### src/scaler_pkg.sv
package scaler_pkg;

    // bus widths
    typedef logic [7:0]  wb_adr_t;
    typedef logic [31:0] wb_dat_t;

    // scaler values and indices
    typedef logic [15:0] count_t;
    typedef logic [4:0]  chan_idx_t;
    typedef logic [2:0]  gate_sel_t;
    typedef logic [1:0]  ctrl_idx_t;

    // channel counts
    localparam int NUM_L1_CH   = 32;
    localparam int NUM_L2_CH   = 24;
    localparam int NUM_GP_GATE = 6;

    // a counter holds here once it gets to the top
    localparam count_t CNT_MAX = '1;

    // gate select codes, 1..6 pick gp_gate_i[sel-1]
    localparam gate_sel_t GATE_OPEN   = 3'd0;
    localparam gate_sel_t GATE_CLOSED = 3'd7;

    // control register indices
    localparam ctrl_idx_t CTRL_IDX_GATE = 2'd0;
    localparam ctrl_idx_t CTRL_IDX_MASK = 2'd1;
    localparam ctrl_idx_t CTRL_IDX_PPS  = 2'd2;

    // address map: bank one from 0x00, control from 0x80, bank two from 0xA0
    localparam wb_adr_t CTRL_BASE = 8'h80;
    localparam wb_adr_t L2_BASE   = 8'hA0;
    // word index of the first bank two channel
    localparam int L2_WORD_OFS = L2_BASE >> 2;

endpackage

### src/scaler_trigger_sync.sv
`timescale 1ns/1ps

module scaler_trigger_sync (
    input  logic                               wb_clk_i,
    input  logic                               rst_n_i,
    input  logic [scaler_pkg::NUM_L1_CH-1:0]   trig_i,
    input  logic [scaler_pkg::NUM_L2_CH-1:0]   leveltwo_i,
    input  logic                               pps_i,
    input  logic [scaler_pkg::NUM_GP_GATE-1:0] gp_gate_i,
    input  scaler_pkg::gate_sel_t              gate_sel_i,
    input  scaler_pkg::wb_dat_t                gate_en_i,
    output logic [scaler_pkg::NUM_L1_CH-1:0]   l1_hit_o,
    output logic [scaler_pkg::NUM_L2_CH-1:0]   l2_hit_o,
    output logic                               pps_tick_o
);

    // all async inputs travel together through the same flop chain
    localparam int SYNC_W = scaler_pkg::NUM_L1_CH + scaler_pkg::NUM_L2_CH + 1
                            + scaler_pkg::NUM_GP_GATE;

    logic [SYNC_W-1:0] sync_q1;
    logic [SYNC_W-1:0] sync_q2;
    logic [SYNC_W-1:0] prev_q;
    logic [SYNC_W-1:0] rise;
    logic [scaler_pkg::NUM_GP_GATE-1:0] gp_gate_s;
    logic gate;

    // gp gates sit in the low bits, then pps, then level two, then level one
    assign gp_gate_s = sync_q2[scaler_pkg::NUM_GP_GATE-1:0];
    assign rise      = sync_q2 & ~prev_q;

    // gate source selection on the synchronized level
    always_comb begin
        case (gate_sel_i)
            scaler_pkg::GATE_OPEN:   gate = 1'b1;
            scaler_pkg::GATE_CLOSED: gate = 1'b0;
            default:                 gate = gp_gate_s[gate_sel_i - 3'd1];
        endcase
    end

    always_ff @(posedge wb_clk_i) begin
        if (!rst_n_i) begin
            sync_q1    <= '0;
            sync_q2    <= '0;
            prev_q     <= '0;
            l1_hit_o   <= '0;
            l2_hit_o   <= '0;
            pps_tick_o <= 1'b0;
        end else begin
            sync_q1 <= {trig_i, leveltwo_i, pps_i, gp_gate_i};
            sync_q2 <= sync_q1;
            prev_q  <= sync_q2;
            l1_hit_o <= rise[SYNC_W-1 -: scaler_pkg::NUM_L1_CH]
                        & gate_en_i[scaler_pkg::NUM_L1_CH-1:0]
                        & {scaler_pkg::NUM_L1_CH{gate}};
            // bank two uses the low mask bits
            l2_hit_o <= rise[scaler_pkg::NUM_GP_GATE+1 +: scaler_pkg::NUM_L2_CH]
                        & gate_en_i[scaler_pkg::NUM_L2_CH-1:0]
                        & {scaler_pkg::NUM_L2_CH{gate}};
            // pps is never gated
            pps_tick_o <= rise[scaler_pkg::NUM_GP_GATE];
        end
    end

endmodule

### src/scaler_counter_bank.sv
`timescale 1ns/1ps

module scaler_counter_bank #(
    parameter int NUM_CH = scaler_pkg::NUM_L1_CH
) (
    input  logic                  wb_clk_i,
    input  logic                  rst_n_i,
    input  logic [NUM_CH-1:0]     hit_i,
    input  logic                  pps_tick_i,
    input  scaler_pkg::chan_idx_t rd_idx_i,
    output scaler_pkg::count_t    rd_cnt_o
);

    // running counts for the current interval
    scaler_pkg::count_t cnt_q [NUM_CH];
    // counts of the last finished interval, seen by the bus
    scaler_pkg::count_t hold_q [NUM_CH];

    always_ff @(posedge wb_clk_i) begin
        if (!rst_n_i) begin
            for (int i = 0; i < NUM_CH; i++) begin
                cnt_q[i]  <= '0;
                hold_q[i] <= '0;
            end
        end else if (pps_tick_i) begin
            for (int i = 0; i < NUM_CH; i++) begin
                hold_q[i] <= cnt_q[i];
                // a hit on the tick is the first event of the new interval
                cnt_q[i]  <= hit_i[i] ? scaler_pkg::count_t'(1) : '0;
            end
        end else begin
            for (int i = 0; i < NUM_CH; i++) begin
                // saturate at the top
                if (hit_i[i] && (cnt_q[i] != scaler_pkg::CNT_MAX)) begin
                    cnt_q[i] <= cnt_q[i] + 1'b1;
                end
            end
        end
    end

    // indexed read, channels past the bank read zero
    always_comb begin
        if (int'(rd_idx_i) < NUM_CH) begin
            rd_cnt_o = hold_q[rd_idx_i];
        end else begin
            rd_cnt_o = '0;
        end
    end

endmodule

### src/scaler_ctrl_regs.sv
`timescale 1ns/1ps

module scaler_ctrl_regs (
    input  logic                  wb_clk_i,
    input  logic                  rst_n_i,
    input  logic                  we_i,
    input  scaler_pkg::ctrl_idx_t idx_i,
    input  scaler_pkg::wb_dat_t   wdat_i,
    input  logic                  pps_tick_i,
    output scaler_pkg::wb_dat_t   rdat_o,
    output scaler_pkg::gate_sel_t gate_sel_o,
    output scaler_pkg::wb_dat_t   gate_en_o
);

    scaler_pkg::gate_sel_t gate_sel_q;
    scaler_pkg::wb_dat_t   gate_en_q;
    scaler_pkg::wb_dat_t   pps_cnt_q;

    // writable registers, pps count and index 3 take no writes
    always_ff @(posedge wb_clk_i) begin
        if (!rst_n_i) begin
            gate_sel_q <= scaler_pkg::GATE_OPEN;
            gate_en_q  <= '1;
        end else if (we_i) begin
            if (idx_i == scaler_pkg::CTRL_IDX_GATE) begin
                gate_sel_q <= wdat_i[2:0];
            end
            if (idx_i == scaler_pkg::CTRL_IDX_MASK) begin
                gate_en_q <= wdat_i;
            end
        end
    end

    // free running tick counter, wraps at 32 bits
    always_ff @(posedge wb_clk_i) begin
        if (!rst_n_i) begin
            pps_cnt_q <= '0;
        end else if (pps_tick_i) begin
            pps_cnt_q <= pps_cnt_q + 1'b1;
        end
    end

    always_comb begin
        case (idx_i)
            scaler_pkg::CTRL_IDX_GATE: rdat_o = scaler_pkg::wb_dat_t'(gate_sel_q);
            scaler_pkg::CTRL_IDX_MASK: rdat_o = gate_en_q;
            scaler_pkg::CTRL_IDX_PPS:  rdat_o = pps_cnt_q;
            default:                   rdat_o = '0;
        endcase
    end

    assign gate_sel_o = gate_sel_q;
    assign gate_en_o  = gate_en_q;

endmodule

### src/scaler_wb_readout.sv
`timescale 1ns/1ps

module scaler_wb_readout (
    input  logic                  wb_clk_i,
    input  logic                  rst_n_i,
    input  logic                  wb_cyc_i,
    input  logic                  wb_stb_i,
    input  logic                  wb_we_i,
    input  scaler_pkg::wb_adr_t   wb_adr_i,
    input  scaler_pkg::wb_dat_t   wb_dat_i,
    input  logic [3:0]            wb_sel_i,
    output scaler_pkg::wb_dat_t   wb_dat_o,
    output logic                  wb_ack_o,
    output scaler_pkg::chan_idx_t l1_idx_o,
    output scaler_pkg::chan_idx_t l2_idx_o,
    output scaler_pkg::ctrl_idx_t ctrl_idx_o,
    output logic                  ctrl_we_o,
    output scaler_pkg::wb_dat_t   ctrl_wdat_o,
    input  scaler_pkg::count_t    l1_cnt_i,
    input  scaler_pkg::count_t    l2_cnt_i,
    input  scaler_pkg::wb_dat_t   ctrl_rdat_i
);

    logic                ack_q;
    scaler_pkg::wb_dat_t dat_q;
    scaler_pkg::wb_dat_t rd_mux;
    logic [5:0]          word;
    logic                in_l1;
    logic                in_ctrl;
    logic                start;

    // region decode on the byte address
    assign in_l1   = wb_adr_i < scaler_pkg::CTRL_BASE;
    assign in_ctrl = !in_l1 && (wb_adr_i < scaler_pkg::L2_BASE);
    assign word    = wb_adr_i[7:2];

    assign l1_idx_o   = wb_adr_i[6:2];
    assign ctrl_idx_o = wb_adr_i[3:2];
    // bank two starts at word 40
    assign l2_idx_o   = scaler_pkg::chan_idx_t'(word - 6'(scaler_pkg::L2_WORD_OFS));

    // first cycle of an access, byte lanes are not used
    assign start = wb_cyc_i && wb_stb_i && !ack_q;

    // writes only land in the control region
    assign ctrl_we_o   = start && wb_we_i && in_ctrl;
    assign ctrl_wdat_o = wb_dat_i;

    always_comb begin
        if (in_l1) begin
            rd_mux = scaler_pkg::wb_dat_t'(l1_cnt_i);
        end else if (in_ctrl) begin
            rd_mux = ctrl_rdat_i;
        end else begin
            rd_mux = scaler_pkg::wb_dat_t'(l2_cnt_i);
        end
    end

    // one ack per access, dropped the cycle after
    always_ff @(posedge wb_clk_i) begin
        if (!rst_n_i) begin
            ack_q <= 1'b0;
        end else begin
            ack_q <= start;
        end
    end

    // read data captured together with the ack
    always_ff @(posedge wb_clk_i) begin
        if (start) begin
            dat_q <= rd_mux;
        end
    end

    assign wb_ack_o = ack_q && wb_cyc_i;
    assign wb_dat_o = dat_q;

endmodule

### src/scaler_top.sv
`timescale 1ns/1ps

module scaler_top (
    input  logic                               wb_clk_i,
    input  logic                               rst_n_i,
    input  logic                               wb_cyc_i,
    input  logic                               wb_stb_i,
    input  logic                               wb_we_i,
    input  scaler_pkg::wb_adr_t                wb_adr_i,
    input  scaler_pkg::wb_dat_t                wb_dat_i,
    input  logic [3:0]                         wb_sel_i,
    output scaler_pkg::wb_dat_t                wb_dat_o,
    output logic                               wb_ack_o,
    input  logic                               pps_i,
    input  logic [scaler_pkg::NUM_GP_GATE-1:0] gp_gate_i,
    input  logic [scaler_pkg::NUM_L1_CH-1:0]   trig_i,
    input  logic [scaler_pkg::NUM_L2_CH-1:0]   leveltwo_i
);

    logic [scaler_pkg::NUM_L1_CH-1:0] l1_hit;
    logic [scaler_pkg::NUM_L2_CH-1:0] l2_hit;
    logic                             pps_tick;
    scaler_pkg::chan_idx_t            l1_idx;
    scaler_pkg::chan_idx_t            l2_idx;
    scaler_pkg::ctrl_idx_t            ctrl_idx;
    logic                             ctrl_we;
    scaler_pkg::wb_dat_t              ctrl_wdat;
    scaler_pkg::wb_dat_t              ctrl_rdat;
    scaler_pkg::count_t               l1_cnt;
    scaler_pkg::count_t               l2_cnt;
    scaler_pkg::gate_sel_t            gate_sel;
    scaler_pkg::wb_dat_t              gate_en;

    scaler_trigger_sync u_trigger_sync (
        .wb_clk_i   (wb_clk_i),
        .rst_n_i    (rst_n_i),
        .trig_i     (trig_i),
        .leveltwo_i (leveltwo_i),
        .pps_i      (pps_i),
        .gp_gate_i  (gp_gate_i),
        .gate_sel_i (gate_sel),
        .gate_en_i  (gate_en),
        .l1_hit_o   (l1_hit),
        .l2_hit_o   (l2_hit),
        .pps_tick_o (pps_tick)
    );

    scaler_counter_bank #(.NUM_CH(scaler_pkg::NUM_L1_CH)) u_l1_bank (
        .wb_clk_i   (wb_clk_i),
        .rst_n_i    (rst_n_i),
        .hit_i      (l1_hit),
        .pps_tick_i (pps_tick),
        .rd_idx_i   (l1_idx),
        .rd_cnt_o   (l1_cnt)
    );

    scaler_counter_bank #(.NUM_CH(scaler_pkg::NUM_L2_CH)) u_l2_bank (
        .wb_clk_i   (wb_clk_i),
        .rst_n_i    (rst_n_i),
        .hit_i      (l2_hit),
        .pps_tick_i (pps_tick),
        .rd_idx_i   (l2_idx),
        .rd_cnt_o   (l2_cnt)
    );

    scaler_ctrl_regs u_ctrl_regs (
        .wb_clk_i   (wb_clk_i),
        .rst_n_i    (rst_n_i),
        .we_i       (ctrl_we),
        .idx_i      (ctrl_idx),
        .wdat_i     (ctrl_wdat),
        .pps_tick_i (pps_tick),
        .rdat_o     (ctrl_rdat),
        .gate_sel_o (gate_sel),
        .gate_en_o  (gate_en)
    );

    scaler_wb_readout u_wb_readout (
        .wb_clk_i    (wb_clk_i),
        .rst_n_i     (rst_n_i),
        .wb_cyc_i    (wb_cyc_i),
        .wb_stb_i    (wb_stb_i),
        .wb_we_i     (wb_we_i),
        .wb_adr_i    (wb_adr_i),
        .wb_dat_i    (wb_dat_i),
        .wb_sel_i    (wb_sel_i),
        .wb_dat_o    (wb_dat_o),
        .wb_ack_o    (wb_ack_o),
        .l1_idx_o    (l1_idx),
        .l2_idx_o    (l2_idx),
        .ctrl_idx_o  (ctrl_idx),
        .ctrl_we_o   (ctrl_we),
        .ctrl_wdat_o (ctrl_wdat),
        .l1_cnt_i    (l1_cnt),
        .l2_cnt_i    (l2_cnt),
        .ctrl_rdat_i (ctrl_rdat)
    );

endmodule

### config.mk
export PLATFORM = sky130hd
export DESIGN_NAME = scaler_top
export DESIGN_NICKNAME = d
export VERILOG_FILES = /design/src/scaler_pkg.sv /design/src/scaler_trigger_sync.sv /design/src/scaler_counter_bank.sv /design/src/scaler_ctrl_regs.sv /design/src/scaler_wb_readout.sv /design/src/scaler_top.sv
export SDC_FILE = /design/constraint.sdc
export NUM_CORES = 2
export LEC_CHECK = 0
export BUFFER_PORTS_ARGS = -buffer_cell sky130_fd_sc_hd__buf_4
export CORE_MARGIN = 5
export CORE_UTILIZATION = 50
export DETAILED_ROUTE_END_ITERATION = 8
export GPL_ROUTABILITY_DRIVEN = 1
export PLACE_DENSITY_LB_ADDON = 0.12
export SYNTH_ARGS = -nofsm -noshare
export SYNTH_HDL_FRONTEND = slang
export SYNTH_SLANG_ARGS = --single-unit
### constraint.sdc
create_clock -name wb_clk_i -period 38.2 [get_ports wb_clk_i]
set_input_delay 5.73 -clock wb_clk_i [delete_from_list [all_inputs] [get_ports wb_clk_i]]
set_output_delay 5.73 -clock wb_clk_i [all_outputs]
set_load 0.02 [all_outputs]
==> qor.yml <==
crit_chain: "buf_4 > and2_1 > buf_4"
first_global_vias: 59600
cts-resized-gates: 0
cts_hold_buffers: 0
cts_inserted_buffers: 222
layout_min_cycle_time_ns: 11.84
detail_route.iter0.violations: 6475
rsz_0062_raised_after_global_routing: "false"
finalWirelength_um: 252000
insertion_delay_ns: 0.86
ff2ff_path_depth: 6
relSlewSlack_pct: 15.5
dp_hpwl_um: 168000
max_freq_mhz: 84.4
clk_pin_slew_ns: 0.06
via_per_inst: 5.79
number_of_top_level_pins: 145
timing.critical_path.from_type: "input pin"
gp_congestion: 0.842
setup_tns_ns: 0
worst_setup_path_end_kind: "primary output"
floorplan.die_area_um2: 205000
sequentialPowerShare_pct: 51.7
clock_power_share_pct: 42.3
power.static_leakage_nw: 39.4
yosys.cell_types.count: 75
finalSetupViolCount: 0
cts_tree: "done"
timing_worst_slew_pin_value_ns: 1.25
areaGrowthSynthToFinish_pct: 11.1
cpLargestDelayFamily: "buffers and inverters"
timing.critical_path.depth: 3
post_synth_inst_count: 7874
num-nets-final: 8054
finalHoldViolations: 0
worstPathArrival_ns: 6.11
die-width_um: 452
critPathKind: "in -> out"
netlist_area_um2: 97800
post-synth-top-area-fraction_pct: 55.5
antenna_violations_before_repair: 15
cts_sinks: 2132
synth_fp_nets: 8047
drt.antenna.violating_nets: 0
number_of_slew_limit_violations_in_the_final_report: 0
netlist_top_cells_count: "sky130_fd_sc_hd__edfxtp_1, sky130_fd_sc_hd__nor2_1, sky130_fd_sc_hd__and3_1"
hold_path.class: "reg -> reg"
p_per_area_nw_per_um2: 48.6
synth.area.top_cells: "sky130_fd_sc_hd__edfxtp_1, sky130_fd_sc_hd__dfxtp_1, sky130_fd_sc_hd__mux4_2"
floorplan.initialDensity_pct: 50.2
worst-path-max-fanout: 2
cell_internal_pwr_mw: 4.07
groute.usage.overall_pct: 24.3
ctsRootBufferMaster: "sky130_fd_sc_hd__clkbuf_16"
synth_seq_area_share_pct: 62.1
fin_crit_sh_pct: 31.0
grt_first_pass_wirelength_um: 379000
port-buffer-count: 138
number_of_detailed_route_iterations_in_the_first_pass: 8
max_cap_violation_count: 0
std_cell_rows: 162
n_fill_cell: 16000
switching_share_pct: 23.0
worst-path-buf-inv: 2
ys_seq_elements: 2132
final_hold_slack_ns: 0.379
number_of_warning_messages_in_the_yosys_log: 0
synthDominantAreaCellType: "sky130_fd_sc_hd__edfxtp_1"
grt_overflow_total: 0
critPathSlowestCell: "sky130_fd_sc_hd__buf_4"
post_drt_wl_per_cell_um: 23.5
postCtsSetupRepairBufs: 0
clockBufferDepth: 3
synth_most_common_cell: "sky130_fd_sc_hd__edfxtp_1"
synth-main-ff-cell: "sky130_fd_sc_hd__edfxtp_1"
grt_max_degree: 195
postSynth.asyncResetShare_pct: 0
critPathMostFrequentCell: "sky130_fd_sc_hd__buf_4"
ctsHtreeMaxLevel: 4
routed-via-count: 62100
irDropWorstVdd_mv: 0.0394
outcome: "finished, final reports clean"
post_synth.cell_area_avg_um2: 12.4
die_height_um: 452
min_delay_path_depth: 1
fraction_of_layout_instances_using_a_drive_strength_above_1_pct: 10.5
final.setup_skew_ns: 0.0303
synth_edf_count: 1809
slowest_delay_ns: 0.15
comb_power_share_pct: 5.9
drcViolationCount: 0
core_um2: 195000
crit_path_required_time_ns: 32.47
power.net_switching_mw: 1.22
## kinds of logic after synthesis
family / count (synthesis) / share of synthesized area, %
AOI/OAI and AO/OA: 346 / 2.56
buffers and inverters: 581 / 2.44
DFF: 2132 / 62.1
and+or+nand+nor: 3695 / 19.6
muxes: 261 / 5.38
xor gates and xnor gates: 798 / 7.14
adders and majority gates: 61 / 0.780
## sequential cells by signal, indices dropped and copies added, names as in the netlist
register                   count
u_l1_bank.cnt_q              512
u_ctrl_regs.pps_cnt_q         32
u_trigger_sync.l1_hit_o       32
u_wb_readout.ack_q             1
u_ctrl_regs.gate_en_o         32
u_l1_bank.hold_q             512
u_trigger_sync.pps_tick_o      1
u_l2_bank.hold_q             384
u_trigger_sync.prev_q         57
u_wb_readout.wb_dat_o         32
u_trigger_sync.sync_q1        63
u_ctrl_regs.gate_sel_o         3
u_l2_bank.cnt_q              384
u_trigger_sync.sync_q2        63
u_trigger_sync.l2_hit_o       24
## power groups by stage
stage	sequential, mW	clock (mW)	combinational [mW]
floorplan	2.80	0	0.204
global placement	2.78	0	0.309
detailed placement	2.78	0	0.312
CTS	2.73	2.27	0.314
global route	2.75	2.38	0.334
finish	2.73	2.24	0.312
## cell usage in the layout, fill, tap and decap left out, drive strengths merged, types with 26 or more instances in the layout
master and n:
mux4 208, clkinv 95, nand4 185, dfxtp 323, nand2 449, o21ai 40
a221oi 37, and3 635, nor4bb 56, nor3 160, inv 176, a21oi 45
nor2 1120, o31ai 26, and2 534, and4 103, clkbuf 296, or2 26
buf 197, edfxtp 1809, nand3 337, mux2 35, ha 61, xor2 390
xnor2 408, a22oi 55
## through the flow
stage               setup slack, ns  utilization (%)  cells  power [mW]  instance area [um^2]
detailed placement            26.35             51.9  10300        3.09                101000
global placement              26.35             51.9  10300        3.09                101000
finish                        26.36             55.8  10700        5.28                109000
global route                  26.34             55.8  10700        5.45                109000
floorplan                      6.07                -   7874        3.00                 97800
CTS                           26.35             55.8  10700        5.32                109000
## area by class of cell
| type | instances | area, um^2 | share of cell area [%] |
|---|---|---|---|
| Tap cell | 2624 | 3280 | 3.02 |
| Clock buffer | 296 | 6320 | 5.82 |
| Inverter | 167 | 644 | 0.593 |
| Antenna cell | 7 | 17.5 | 0.0161 |
| Timing Repair Buffer | 197 | 1580 | 1.45 |
| Multi-Input combinational cell | 5161 | 34700 | 32.0 |
| Sequential cell | 2132 | 60800 | 56.0 |
| Clock inverter | 129 | 1270 | 1.17 |
## path summary, 6_finish.rpt
kind,startpoint,endpoint,slack [ns]
min,u_trigger_sync.prev_q[6],u_trigger_sync.pps_tick_o,0.38
max reg2reg,u_trigger_sync.pps_tick_o,u_l2_bank.cnt_q[4][60],33.69
max,wb_cyc_i,wb_ack_o,26.36
min reg2reg,u_trigger_sync.prev_q[6],u_trigger_sync.pps_tick_o,0.38
## metal layers
metal	share of wire, %	global-route usage, %	vias to the layer above
met3	6.6	3.58	318
met4	2.6	6.50	0
li1	-	-	28600
met2	46	38.1	1984
met1	45	35.6	31200
met5	0	0	-
No activity file was read; power rests on OpenSTA's default activity.
